--- config.mk ---
export PLATFORM = sky130hd
export DESIGN_NAME = aud_top
export DESIGN_NICKNAME = d
export VERILOG_FILES = /design/src/aud_pkg.sv /design/src/aud_ctrl.sv /design/src/aud_player.sv /design/src/aud_recorder.sv /design/src/aud_top.sv
export SDC_FILE = /design/constraint.sdc
export NUM_CORES = 1
export LEC_CHECK = 0
export ABC_AREA = 0
export BUFFER_PORTS_ARGS = -buffer_cell sky130_fd_sc_hd__buf_4
export CAP_MARGIN = 20
export CORE_MARGIN = 2
export CORE_UTILIZATION = 50
export DETAILED_ROUTE_END_ITERATION = 10
export PLACE_DENSITY = 0.76
export SLEW_MARGIN = 20
export SYNTH_ARGS = -nofsm -noshare
export SYNTH_HDL_FRONTEND = slang
export SYNTH_SLANG_ARGS = --single-unit
--- constraint.sdc ---
create_clock -name i_clk -period 2.4 [get_ports i_clk]
set_clock_uncertainty 0.2 [all_clocks]
set_input_delay 0 -clock i_clk [delete_from_list [all_inputs] [get_ports i_clk]]
set_output_delay 0 -clock i_clk [all_outputs]
set_load 0.005 [all_outputs]
--- src/aud_pkg.sv ---
package aud_pkg;

// ************************************************************
// Sample and buffer sizes
// ************************************************************
localparam int DATA_W    = 16;              // Bits per left-channel sample
localparam int ADDR_W    = 6;
localparam int REC_WORDS = 64;              // Recording stops here
localparam int BIT_W     = $clog2(DATA_W);  // Bit counter inside one frame

localparam logic [BIT_W-1:0] BIT_LAST = BIT_W'(DATA_W - 1);
localparam logic [ADDR_W:0]  CNT_FULL = (ADDR_W + 1)'(REC_WORDS);

// ************************************************************
// Controller modes
// ************************************************************
typedef enum logic [1:0] {
    M_IDLE  = 2'd0,
    M_REC   = 2'd1,
    M_PAUSE = 2'd2,   // Recording held, buffer keeps its contents
    M_PLAY  = 2'd3
} aud_mode_e;

// One access on the single SRAM port, read data comes back combinationally
typedef struct packed {
    logic              we;
    logic              re;
    logic [ADDR_W-1:0] addr;
    logic [DATA_W-1:0] wdata;
} sram_req_t;

endpackage

--- src/aud_ctrl.sv ---
`timescale 1ns/10ps

module aud_ctrl import aud_pkg::*; (
    input  logic            i_clk,
    input  logic            i_rst_n,
    input  logic            i_start,
    input  logic            i_pause,
    input  logic            i_stop,
    input  logic            i_play,
    input  logic            i_full,
    input  logic [ADDR_W:0] i_count,
    input  logic            i_end,
    output logic            o_rec_en,
    output logic            o_rec_clear,
    output logic            o_play_en,
    output logic            o_play_start,
    output logic [ADDR_W:0] o_rec_len,
    output logic            o_finish,
    output logic            o_done
);

aud_mode_e       state_r, state_w;
logic [ADDR_W:0] rec_len_r, rec_len_w;
logic            finish_r, finish_w;
logic            done_r, done_w;
logic            start_ok;
logic            play_ok;

assign start_ok = (state_r == M_IDLE) && i_start;
assign play_ok  = (state_r == M_IDLE) && i_play && !i_start;  // Start wins a tie

assign o_rec_clear  = start_ok;
assign o_play_start = play_ok;
assign o_rec_en     = (state_r == M_REC);
assign o_play_en    = (state_r == M_PLAY);
assign o_rec_len    = rec_len_r;
assign o_finish     = finish_r;
assign o_done       = done_r;

always_comb begin
    state_w   = state_r;
    rec_len_w = rec_len_r;
    finish_w  = 1'b0;
    done_w    = 1'b0;
    case (state_r)
        M_IDLE: begin
            if (start_ok) begin
                state_w = M_REC;
            end
            else if (play_ok) begin
                state_w = M_PLAY;
            end
        end
        M_REC, M_PAUSE: begin
            if (i_stop || i_full) begin
                state_w   = M_IDLE;
                rec_len_w = i_count;    // Count already holds a write in this cycle
                finish_w  = 1'b1;
            end
            else if (i_pause) begin
                state_w = (state_r == M_REC) ? M_PAUSE : M_REC;
            end
        end
        M_PLAY: begin
            if (i_end) begin
                state_w = M_IDLE;
                done_w  = 1'b1;
            end
        end
        default: state_w = M_IDLE;
    endcase
end

always_ff @(posedge i_clk) begin
    if (i_rst_n) begin
        state_r   <= M_IDLE;
        rec_len_r <= '0;
        finish_r  <= 1'b0;
        done_r    <= 1'b0;
    end
    else begin
        state_r   <= state_w;
        rec_len_r <= rec_len_w;
        finish_r  <= finish_w;
        done_r    <= done_w;
    end
end

// The SRAM port is shared, so recorder and player must never run together
a_one_owner: assert property (@(posedge i_clk) disable iff (i_rst_n)
    !(o_rec_en && o_play_en));

endmodule

--- src/aud_player.sv ---
`timescale 1ns/10ps

module aud_player import aud_pkg::*; (
    input  logic              i_clk,
    input  logic              i_rst_n,
    input  logic              i_lrc,
    input  logic              i_play_en,
    input  logic              i_play_start,
    input  logic [ADDR_W:0]   i_play_len,
    input  logic [DATA_W-1:0] i_rdata,
    output sram_req_t         o_req,
    output logic              o_dacdat,
    output logic              o_end
);

logic              lrc_r;
logic              re_r, re_w;
logic              end_r, end_w;
logic              loaded_r, loaded_w;
logic              sh_active_r, sh_active_w;
logic [BIT_W-1:0]  sh_cnt_r, sh_cnt_w;
logic [DATA_W-1:0] data_r, data_w;
logic [ADDR_W:0]   rd_cnt_r, rd_cnt_w;
logic              lrc_rise;
logic              lrc_fall;
logic              shift_go;

assign lrc_rise = !lrc_r && i_lrc;
assign lrc_fall = lrc_r && !i_lrc;

// The MSB must show in the very first low cycle, hence the edge term
assign shift_go = sh_active_r || (lrc_fall && loaded_r);
assign o_dacdat = shift_go ? data_r[DATA_W-1] : 1'b0;
assign o_end    = end_r;

assign o_req.we    = 1'b0;
assign o_req.re    = re_r;
assign o_req.addr  = rd_cnt_r[ADDR_W-1:0];
assign o_req.wdata = '0;

always_comb begin
    re_w        = 1'b0;
    end_w       = 1'b0;
    loaded_w    = loaded_r;
    sh_active_w = sh_active_r;
    sh_cnt_w    = sh_cnt_r;
    data_w      = data_r;
    rd_cnt_w    = rd_cnt_r;
    if (i_play_start) begin
        loaded_w    = 1'b0;
        sh_active_w = 1'b0;
        sh_cnt_w    = '0;
        rd_cnt_w    = '0;
    end
    else begin
        if (lrc_rise && i_play_en) begin
            if (rd_cnt_r == i_play_len) begin
                end_w = 1'b1;   // Every stored word has been sent
            end
            else begin
                re_w = 1'b1;
            end
        end
        if (re_r) begin
            data_w   = i_rdata;
            loaded_w = 1'b1;
            rd_cnt_w = rd_cnt_r + 1'b1;
        end
        if (shift_go) begin
            data_w      = {data_r[DATA_W-2:0], 1'b0};
            loaded_w    = 1'b0;
            sh_cnt_w    = sh_cnt_r + 1'b1;
            sh_active_w = (sh_cnt_r != BIT_LAST);
        end
    end
end

always_ff @(posedge i_clk) begin
    if (i_rst_n) begin
        lrc_r       <= 1'b0;
        re_r        <= 1'b0;
        end_r       <= 1'b0;
        loaded_r    <= 1'b0;
        sh_active_r <= 1'b0;
        sh_cnt_r    <= '0;
        rd_cnt_r    <= '0;
    end
    else begin
        lrc_r       <= i_lrc;
        re_r        <= re_w;
        end_r       <= end_w;
        loaded_r    <= loaded_w;
        sh_active_r <= sh_active_w;
        sh_cnt_r    <= sh_cnt_w;
        rd_cnt_r    <= rd_cnt_w;
    end
end

always_ff @(posedge i_clk) begin
    data_r <= data_w;
end

a_read_in_range: assert property (@(posedge i_clk) disable iff (i_rst_n)
    o_req.re |-> (rd_cnt_r < i_play_len));

endmodule

--- src/aud_recorder.sv ---
`timescale 1ns/10ps

module aud_recorder import aud_pkg::*; (
    input  logic            i_clk,
    input  logic            i_rst_n,
    input  logic            i_lrc,
    input  logic            i_adcdat,
    input  logic            i_rec_en,
    input  logic            i_rec_clear,
    output sram_req_t       o_req,
    output logic            o_full,
    output logic [ADDR_W:0] o_count
);

logic              lrc_r;
logic              active_r, active_w;
logic [BIT_W-1:0]  bit_cnt_r, bit_cnt_w;
logic              pend_r, pend_w;
logic [DATA_W-1:0] data_r, data_w;
logic [ADDR_W:0]   count_r, count_w;
logic              lrc_fall;
logic              we;

assign lrc_fall = lrc_r && !i_lrc;      // First cycle of the left half
assign o_full   = (count_r == CNT_FULL);

// The word goes out only if recording is still enabled in its write cycle
assign we = pend_r && i_rec_en;

assign o_req.we    = we;
assign o_req.re    = 1'b0;
assign o_req.addr  = count_r[ADDR_W-1:0];
assign o_req.wdata = data_r;

// Includes the word being written, so a stop in the write cycle keeps it
assign o_count = count_r + {{ADDR_W{1'b0}}, we};

// ************************************************************
// Capture of one left-channel word per frame
// ************************************************************
always_comb begin
    active_w  = active_r;
    bit_cnt_w = bit_cnt_r;
    pend_w    = 1'b0;
    data_w    = data_r;
    count_w   = count_r;
    if (active_r) begin
        if (!i_rec_en || i_lrc) begin
            active_w = 1'b0;    // Partial frame is dropped
        end
        else begin
            data_w    = {data_r[DATA_W-2:0], i_adcdat};
            bit_cnt_w = bit_cnt_r + 1'b1;
            if (bit_cnt_r == BIT_LAST) begin
                active_w = 1'b0;
                pend_w   = 1'b1;
            end
        end
    end
    else if (lrc_fall && i_rec_en && !o_full) begin
        active_w  = 1'b1;
        bit_cnt_w = BIT_W'(1);
        data_w    = {data_r[DATA_W-2:0], i_adcdat};   // Bit 0 sits in the edge cycle
    end

    if (we) begin
        count_w = count_r + 1'b1;
    end
    if (i_rec_clear) begin
        count_w = '0;
    end
end

always_ff @(posedge i_clk) begin
    if (i_rst_n) begin
        lrc_r     <= 1'b0;
        active_r  <= 1'b0;
        bit_cnt_r <= '0;
        pend_r    <= 1'b0;
        count_r   <= '0;
    end
    else begin
        lrc_r     <= i_lrc;
        active_r  <= active_w;
        bit_cnt_r <= bit_cnt_w;
        pend_r    <= pend_w;
        count_r   <= count_w;
    end
end

always_ff @(posedge i_clk) begin
    data_r <= data_w;
end

// Once the buffer is full no later frame may reach the SRAM
a_no_write_full: assert property (@(posedge i_clk) disable iff (i_rst_n)
    o_full |-> !o_req.we);

endmodule

--- src/aud_top.sv ---
`timescale 1ns/10ps

module aud_top import aud_pkg::*; (
    input  logic              i_clk,
    input  logic              i_rst_n,
    input  logic              i_lrc,
    input  logic              i_adcdat,
    input  logic              i_start,
    input  logic              i_pause,
    input  logic              i_stop,
    input  logic              i_play,
    input  logic [DATA_W-1:0] i_sram_rdata,
    output sram_req_t         o_sram,
    output logic              o_dacdat,
    output logic [ADDR_W:0]   o_rec_len,
    output logic              o_finish,
    output logic              o_done
);

logic            rec_en;
logic            rec_clear;
logic            play_en;
logic            play_start;
logic            rec_full;
logic [ADDR_W:0] rec_count;
logic [ADDR_W:0] rec_len;
logic            play_end;
sram_req_t       rec_req;
sram_req_t       play_req;

assign o_rec_len = rec_len;

// ************************************************************
// Single SRAM port, owned by the recorder while it is enabled
// ************************************************************
assign o_sram = rec_en ? rec_req : play_req;

aud_ctrl u_ctrl (
    .i_clk        (i_clk),
    .i_rst_n      (i_rst_n),
    .i_start      (i_start),
    .i_pause      (i_pause),
    .i_stop       (i_stop),
    .i_play       (i_play),
    .i_full       (rec_full),
    .i_count      (rec_count),
    .i_end        (play_end),
    .o_rec_en     (rec_en),
    .o_rec_clear  (rec_clear),
    .o_play_en    (play_en),
    .o_play_start (play_start),
    .o_rec_len    (rec_len),
    .o_finish     (o_finish),
    .o_done       (o_done)
);

aud_recorder u_recorder (
    .i_clk       (i_clk),
    .i_rst_n     (i_rst_n),
    .i_lrc       (i_lrc),
    .i_adcdat    (i_adcdat),
    .i_rec_en    (rec_en),
    .i_rec_clear (rec_clear),
    .o_req       (rec_req),
    .o_full      (rec_full),
    .o_count     (rec_count)
);

aud_player u_player (
    .i_clk        (i_clk),
    .i_rst_n      (i_rst_n),
    .i_lrc        (i_lrc),
    .i_play_en    (play_en),
    .i_play_start (play_start),
    .i_play_len   (rec_len),
    .i_rdata      (i_sram_rdata),
    .o_req        (play_req),
    .o_dacdat     (o_dacdat),
    .o_end        (play_end)
);

endmodule

==> impl_metrics.tcl, run 1 <==
set metrics [dict create \
    die_x_um 85.4 \
    routed_wl_um 6890 \
    r2r_slack_ns 0.12 \
    cp_data_required_time_ns 2.44 \
    syn_to_final_growth_pct 29.7 \
    grt_usage_pct 20.0 \
    slowest_stage "or4b_4" \
    place_area_sq_um 3820 \
    io_buffers 57 \
    seqCellArea_sq_um 1760 \
    clock_latency_ns 0.34 \
    setup_tns_ns 0 \
    via_per_inst 5.26 \
    post-place-ws_ns 0.134 \
    fin_area_sq_um 4300 \
    power.total_mw 3.32 \
    nFillCells 486 \
    final_cells 462 \
    cts_tree "built" \
    synth_cells 291 \
    maxCapViolCount 0 \
    drt_pass1_iterations 4 \
    synthTopCellsByCount "40 x dfxtp_1, 32 x edfxtp_1, 26 x nor2_1" \
    fp.dieH_um 85.4 \
    ys_ff_latch 72 \
    grt_pass1_wl_um 11500 \
    synth.avg_cell_area_sq_um 11.4 \
    dr.first_iter.drc_count 126 \
    async_flop_share_pct 0 \
    yosysMostFrequentCell "dfxtp_1" \
    clockRootBuffer "clkbuf_8" \
    grt_pass1_vias 2424 \
    critPathArrivalTime_ns 2.32 \
    drcViolationCount 0 \
    max-slew-margin-rel_pct 58.0 \
    grt_overflow 0 \
    min_path_cells 2 \
    crit_type "reg -> reg" \
    multi_input_area_sq_um 1430 \
    hold_class "in -> reg" \
    critPathMaxStageDelay_ns 0.61 \
    netlist_top_cells_area "edfxtp_1 29%, dfxtp_1 24%, mux2_2 7.1%" \
    dp_hpwl_um 4770 \
    reg2regPathDepth 4 \
    vias 2430 \
    r2r-start "u_recorder.count_r[3]" \
    clock-sinks 72 \
    ir_drop_uv 458 \
    antenna_found_initial 0 \
    fmax_mhz 438 \
    yosysSeqAreaShare_pct 53.1 \
    clk_pin_slew_ns 0.07 \
    yosysWarningCount 0 \
    antenna_cells 0 \
    worstPathCellList "or4b_4 > o311ai_4 > inv_1 > o21a_1" \
    finalHoldViolCount 0 \
    core_sq_um 6390 \
    dieArea_sq_um 7300 \
    final_core_util_pct 67.4 \
    gp_congestion 0.811 \
    grt_max_degree 23 \
    startpoint_type "flip-flop" \
    cp_max_fo 18 \
    worst_pin_slew_ns 0.629 \
    status "completed" \
    cts_htree_levels 3 \
    cp-end-kind "flip-flop" \
    setup_viol 0 \
    worstPathBufferInverterCount 1 \
    dp_cells 421 \
    min-delay-start "i_adcdat" \
    ys_types 45 \
    worst_slack_ns 0.118 \
    finalCriticalPeriod_ns 2.28 \
    initial_core_util_pct 51.9 \
    routedWlPerCell_um 14.9 \
    numCtsBuffers 9 \
    post-synth-top-area-fraction_pct 29.0 \
    holdPathEnd "u_recorder.data_r[0]" \
    p_leak_nw 1.74 \
    max-clock-path-buffers 2 \
    path_delay_family "simple AND/OR/NAND/NOR gates" \
    power_density_nw_per_um2 772 \
    period_share_pct 95.1 \
    syn_area_sq_um 3320 \
    fin_nets 415 \
    synth_edf_count 32 \
    whs_ns 0.179 \
    r2r-end "u_recorder.bit_cnt_r[0]" \
    ios 58 \
    num_rows 29 \
    rsz0062_at_grt "no" \
    synth.net_count 326 \
    ys.flop_type "dfxtp_1" \
    synth_top_area_cell "edfxtp_1" \
    ant_nets 0 \
    slew_violations 0 \
    layout-drive-gt1-share_pct 28.6 \
]
==> report_power, final <==
| part | total [mW] | switching [mW] | internal (mW) | leakage (nW) |
|---|---|---|---|---|
| combinational | 0.817 | 0.392 | 0.425 | 1.01 |
| clock | 1.08 | 0.440 | 0.640 | 0.117 |
| sequential | 1.42 | 0.0647 | 1.36 | 0.612 |
| total | 3.32 | 0.896 | 2.42 | 1.74 |
==> worst reg2reg max path, cell delays in order, from the launching register on <==
cell	delay (ns)
dfxtp_1	0.40
or4b_4	0.61
o311ai_4	0.32
inv_1	0.37
o21a_1	0.28
==> flip-flops by register name, summed over array words and instances, names as in the netlist, 2 cells and up <==
register              cells
u_player.data_r          16
u_recorder.bit_cnt_r      4
u_player.sh_cnt_r         4
u_player.rd_cnt_r         7
u_recorder.data_r        16
u_recorder.count_r        7
u_ctrl.state_r            2
u_ctrl.o_rec_len          7
==> logic make-up (layout without fill, tap and decap cells) <==
| group | after synthesis | in the layout | synth area share [%] |
|---|---|---|---|
| AO/OA/AOI/OAI | 40 | 40 | 9.47 |
| XOR/XNOR | 22 | 22 | 5.81 |
| adder cells (fa/ha/maj) | 11 | 11 | 4.15 |
| buffers and inverters | 26 | 120 | 3.81 |
| flip-flops | 72 | 72 | 53.1 |
| multiplexers | 25 | 25 | 8.34 |
| AND/OR/NAND/NOR | 95 | 95 | 15.3 |
==> per-layer routing <==
metal | part of all wire (%) | wire length [um] | vias up | global-route usage (%)
met5 | 0 | 0 | - | 0
met4 | 1.1 | 74 | 0 | 6.20
met3 | 5.0 | 343 | 9 | 5.54
met2 | 48 | 3300 | 62 | 33.0
met1 | 46 | 3170 | 1157 | 25.7
li1 | - | - | 1202 | -
==> how the worst max path moves through the flow <==
| stage | depth (start not counted) | slack (ns) | from | end |
|---|---|---|---|---|
| 2_1_floorplan | 5 | 0.28 | u_recorder.count_r[2] | u_recorder.bit_cnt_r[0] |
| 3_3_place_gp | 4 | 0.20 | u_recorder.count_r[3] | u_recorder.bit_cnt_r[0] |
| 3_5_place_dp | 4 | 0.13 | u_recorder.count_r[3] | u_recorder.bit_cnt_r[0] |
| 4_1_cts | 4 | 0.12 | u_recorder.count_r[3] | u_recorder.bit_cnt_r[0] |
| 5_1_grt | 4 | 0.04 | u_recorder.count_r[3] | u_recorder.bit_cnt_r[0] |
| 6_report | 4 | 0.12 | u_recorder.count_r[3] | u_recorder.bit_cnt_r[0] |
==> repair_timing <==
| item | in CTS | in global routing |
|---|---|---|
| buffers inserted | 0 | 0 |
| gates resized for setup | 0 | 0 |
| setup endpoints to repair | 0 | 0 |
| hold endpoints to repair | 42 | 0 |
| hold buffers | 25 | 0 |
==> layout by cell type, fill, tap and decap left out, types with 2 or more instances in the layout <==
cell and n:
and3_1 2, mux2i_1 4, mux2_2 21, a311oi_1 2, dfxtp_1 40, xnor2_1 9
buf_4 64, bufinv_16 2, nor4_1 3, ha_1 11, o31a_1 2, a211oi_1 4
inv_1 15, nor2b_1 5, nor3_1 2, nand2_1 12, a211oi_2 4, edfxtp_1 32
or3_1 7, and2_1 17, nand4_1 5, nand3_1 6, o21ai_0 12, dlygate4sd3_1 25
xor2_1 13, a21oi_1 8, nor2_1 26, nand2b_1 2, clkbuf_8 11
==> area by class of cell <==
class                           count  share of cell area, %
Sequential cell                    72                   41.0
Multi-Input combinational cell    193                   33.2
Timing Repair Buffer               89                   17.0
Clock buffer                       11                   3.52
Tap cell                           77                   2.24
Clock inverter                      5                   1.80
Inverter                           15                   1.31
(Power assumes the default switching activity.)
==> run 2, diff against run 1 <==
- BUFFER_PORTS_ARGS: -buffer_cell sky130_fd_sc_hd__buf_4 -> -buffer_cell sky130_fd_sc_hd__buf_2
- GPL_TIMING_DRIVEN: not set -> 0
==> impl_metrics.tcl, run 2 (synthesis gave the netlist of run 1 again) <==
set metrics [dict create \
    status "completed" \
    num_rows 29 \
    antenna_found_initial 0 \
    cp_data_required_time_ns 2.40 \
    period_share_pct 94.1 \
    critPathArrivalTime_ns 2.25 \
    p_leak_nw 1.72 \
    fmax_mhz 443 \
    finalHoldViolCount 0 \
    die_x_um 85.4 \
    clock-sinks 72 \
    ir_drop_uv 657 \
    ios 58 \
    cts_tree "built" \
    fin_area_sq_um 4230 \
    final_core_util_pct 66.2 \
    layout-drive-gt1-share_pct 29.7 \
    numCtsBuffers 9 \
    final_cell_mix "57 x buf_2, 40 x dfxtp_1, 32 x edfxtp_1" \
    syn_to_final_growth_pct 27.4 \
    max-clock-path-buffers 2 \
    fin_nets 421 \
    dieArea_sq_um 7300 \
    r2r-start "u_recorder.count_r[2]" \
    grt_overflow 0 \
    dr.first_iter.drc_count 82 \
    cts_htree_levels 3 \
    grt_max_degree 17 \
    clockRootBuffer "clkbuf_8" \
    whs_ns 0.188 \
    startpoint_type "flip-flop" \
    cp_max_fo 9 \
    maxCapViolCount 0 \
    drt_pass1_iterations 4 \
    ant_nets 0 \
    clock_latency_ns 0.34 \
    io_buffers 57 \
    vias 2430 \
    nFillCells 495 \
    drcViolationCount 0 \
    final_common_cell "buf_2" \
    dp_hpwl_um 4590 \
    hold_class "in -> reg" \
    via_per_inst 5.19 \
    rsz0062_at_grt "no" \
    finalCriticalPeriod_ns 2.26 \
    crit_type "reg -> reg" \
    grt_pass1_vias 2349 \
    initial_core_util_pct 51.9 \
    fp.dieH_um 85.4 \
    max-slew-margin-rel_pct 48.6 \
    top_regs "u_player.data_r (16), u_recorder.data_r (16)" \
    gp_congestion 0.851 \
    grt_pass1_wl_um 10800 \
    crit_path_start "u_recorder.count_r[2]" \
    antenna_cells 0 \
    cp-end-kind "flip-flop" \
    place_area_sq_um 3700 \
    clk_pin_slew_ns 0.08 \
    setup_viol 0 \
    worst_pin_slew_ns 0.771 \
    grt_usage_pct 18.8 \
    core_sq_um 6390 \
    min-delay-start "i_adcdat" \
    slew_violations 0 \
    power_density_nw_per_um2 791 \
    routedWlPerCell_um 14.1 \
    routed_wl_um 6620 \
]
run 2: changes by cell type in the layout (fill, tap and decap cells not counted), sizes merged:
| cell | change |
|---|---|
| buf | -2 |
| bufinv | +1 |
| clkbuf | +6 |
| clkinvlp | +1 |
| dlygate4sd1 | +1 |
| inv | -1 |
run 2: worst max-delay path, stage by stage (launching register included):
cell,delay [ns]
dfxtp_1,0.31
buf_6,0.13
or4b_4,0.60
o2111ai_1,0.22
dlygate4sd3_1,0.58
a311oi_1,0.08
run 2: stage by stage:
stage	power [mW]	std cells	TNS, ns	setup WS (ns)
floorplan	1.92	291	0	0.275
global placement	2.13	425	0	0.0222
detailed placement	2.16	425	-0.612	-0.0388
CTS	3.36	468	0	0.00555
global route	3.51	468	0	0.00185
finish	3.34	468	0	0.141
run 2: power breakdown:
group	internal [mW]	leakage (nW)	switching, mW	total [mW]
registers	1.36	0.612	0.0592	1.42
logic	0.372	0.989	0.401	0.774
clock network	0.698	0.121	0.452	1.15
total	2.43	1.72	0.913	3.34
run 2: final timing paths:
path	slack, ns	to	depth (start not counted)
max reg2reg	0.14	u_ctrl.state_r[1]	5
max	0.14	u_ctrl.state_r[1]	5
min reg2reg	0.25	u_recorder.data_r[5]	0
min	0.19	u_recorder.data_r[0]	2
run 2: timing repair:
item	4_1_cts	5_1_grt
endpoints found under the hold margin	42	0
gates resized for setup	1	8
hold buffers	25	0
buffers inserted	2	0
cloned	0	0
setup endpoints to repair	16	9
run 2: per-layer routing:
layer  vias up  wire length [um]  GRT usage [%]
li1       1220                 -              -
met3        10               311           3.11
met1      1141              3110           25.0
met2        59              3080           30.5
met5         -                 0              0
met4         0               118           8.08
run 2: area by class of cell:
cell class	instances	area, sq um	area share [%]
clock buffers	10	128	3.02
inverters	15	60.1	1.42
flip-flops and latches	72	1760	41.7
well taps	77	96.3	2.28
clock inverters	6	116	2.75
plain buffers	11	73.8	1.75
repair buffers	84	551	13.0
multi-input cells	193	1440	34.1
==> run 3, diff against run 2 <==
- PLACE_DENSITY: 0.76 -> 0.75
- SYNTH_HIERARCHICAL: not set -> 1
==> impl_metrics.tcl, run 3 <==
set metrics [dict create \
    status "completed" \
    maxCapViolCount 0 \
    syn_area_sq_um 3900 \
    clock_latency_ns 0.34 \
    top_regs "u_player/data_r (16), u_recorder/data_r (16)" \
    worstPathCellList "dlygate4sd3_1 > buf_2 > nand3b_4 > and2_4 > buf_6 > buf_12 > a21oi_2" \
    p_leak_nw 2.14 \
    power.total_mw 3.31 \
    ys_types 51 \
    synth_edf_count 32 \
    synth_top_area_cell "edfxtp_1" \
    ios 58 \
    drcViolationCount 0 \
    final_core_util_pct 62.9 \
    setup_viol 0 \
    crit_type "in -> reg" \
    hold_class "in -> reg" \
    clk_pin_slew_ns 0.07 \
    ant_nets 0 \
    fin_area_sq_um 4810 \
    post-synth-top-area-fraction_pct 24.7 \
    synth_cells 330 \
    layout-drive-gt1-share_pct 37.7 \
    critPathMaxStageDelay_ns 0.70 \
    io_buffers 57 \
    numCtsBuffers 9 \
    worst_pin_slew_ns 0.928 \
    via_per_inst 4.80 \
    fp.dieH_um 92.3 \
    place_area_sq_um 4370 \
    drt_pass1_iterations 4 \
    fin_nets 470 \
    max-clock-path-buffers 2 \
    yosysWarningCount 6 \
    syn_to_final_growth_pct 23.4 \
    setup_tns_ns 0 \
    p_switching_mw 0.849 \
    num_rows 32 \
    antenna_found_initial 0 \
    routed_wl_um 6970 \
    initial_core_util_pct 50.9 \
    antenna_cells 0 \
    yosysMostFrequentCell "dfxtp_1" \
    clock-sinks 73 \
    cp_data_required_time_ns 2.16 \
    slowest_stage "a21oi_2" \
    finalHoldViolCount 0 \
    p_sw_share_pct 25.7 \
    dieArea_sq_um 8510 \
    netlist_top_cells_area "edfxtp_1 25%, dfxtp_1 21%, mux2_4 10%" \
    comb_power_share_pct 27.5 \
    grt_pass1_vias 2581 \
    cp_max_fo 16 \
    dp_hpwl_um 5000 \
    core_sq_um 7650 \
    dr.first_iter.drc_count 73 \
    final_cell_mix "59 x buf_2, 41 x dfxtp_1, 32 x buf_4, 32 x edfxtp_1, 26 x mux2_4" \
    ys.flop_type "dfxtp_1" \
    whs_ns 0.0203 \
    cp-end-kind "flip-flop" \
    grt_pass1_wl_um 11600 \
    async_flop_share_pct 0 \
    synth.avg_cell_area_sq_um 11.8 \
    cts_setup_buffers 0 \
    final_common_cell "buf_2" \
    yosysSeqAreaShare_pct 45.7 \
    grt_overflow 0 \
    intPower_mw 2.46 \
    gp_congestion 0.819 \
    die_x_um 92.3 \
    cts_tree "built" \
    rsz0062_at_grt "no" \
    power_density_nw_per_um2 687 \
    grt_max_degree 19 \
    ys_ff_latch 73 \
    critPathArrivalTime_ns 2.06 \
    ir_drop_uv 428 \
    max-slew-margin-rel_pct 38.1 \
    finalCriticalPeriod_ns 2.29 \
    startpoint_type "input port" \
    grt_usage_pct 17.3 \
    slew_violations 0 \
    cts_htree_levels 3 \
    synthTopCellsByCount "41 x dfxtp_1, 32 x buf_4, 32 x edfxtp_1" \
    clockRootBuffer "clkbuf_8" \
    period_share_pct 95.5 \
    fmax_mhz 436 \
    pwr-share-clk_pct 31.3 \
    vias 2601 \
    routedWlPerCell_um 12.9 \
    seqPwrFrac_pct 41.1 \
]
## run 3: changes by cell type in the layout (fill, tap and decap cells not counted), sizes merged, moves of 6 or more
cell,previous run,this run
and2,18,4
buf,62,98
conb,0,18
inv,15,7
mux2,21,39
mux2i,4,12
nand3,6,13
o21ai,12,6
## run 3: what timing repair did
| action | in CTS | in global routing |
|---|---|---|
| hold endpoints to repair | 31 | 0 |
| resized for setup | 0 | 2 |
| hold buffers | 21 | 0 |
| setup endpoints to repair | 0 | 2 |
## run 3: area by class of cell
type | count | area (sq um)
repair buffers | 78 | 495
clock buffers | 13 | 149
well taps | 102 | 128
inverters | 7 | 26.3
clock inverters | 3 | 65.1
flip-flops and latches | 73 | 1780
multi-input cells | 221 | 1790
plain buffers | 45 | 370
fillers | 611 | 2840
## run 3: final timing paths
check                             from                    to  slack (ns)  cells past startpoint
setup / recovery                 i_lrc    u_player/data_r[0]        0.11                      7
hold / removal                  i_play  u_player/sh_cnt_r[2]        0.02                      4
setup reg to reg     u_player/loaded_r    u_player/data_r[0]        0.14                      5
hold reg to reg   u_recorder/data_r[0]  u_recorder/data_r[1]        0.25                      0
## run 3: power by group through the flow
stage               Clock [mW]  Sequential (mW)  Combinational [mW]
floorplan                    0             1.38               0.682
global placement             0             1.38               0.859
detailed placement           0             1.38               0.876
CTS                       1.06             1.36               0.907
global route              1.11             1.36                1.00
finish                    1.04             1.36               0.910
## run 3: metrics by stage
stage,setup slack [ns],std cells
final,0.108,542
after global routing,0.0191,542
after CTS,0.112,542
after detailed placement,0.114,505
after global placement,-0.298,505
after floorplan,0.0538,346
## run 3: routing by layer
metal / GRT usage, % / up-vias / share of wire [%]
li1: - / 1323 / -
met1: 21.3 / 1218 / 45
met2: 28.8 / 49 / 49
met3: 4.35 / 11 / 4.4
met4: 7.46 / 0 / 1.6
met5: 0 / - / 0
## run 3: cells by family (layout without fill, tap and decap cells)
logic type,count (synthesis),in the layout,synth area share (%)
adders and majority gates,11,11,3.53
AOI/OAI and AO/OA,27,27,5.30
buffers and inverters,52,146,10.2
DFF,73,73,45.7
muxes,51,51,16.9
other,2,18,0.193
xor gates and xnor gates,23,23,5.17
and+or+nand+nor,91,91,13.0
## run 3: critical path: cells and delay by family
kind,cells,cell delay (ns)
and+or+nand+nor,2,0.38
buffers and inverters,4,0.98
AOI/OAI and AO/OA,1,0.70
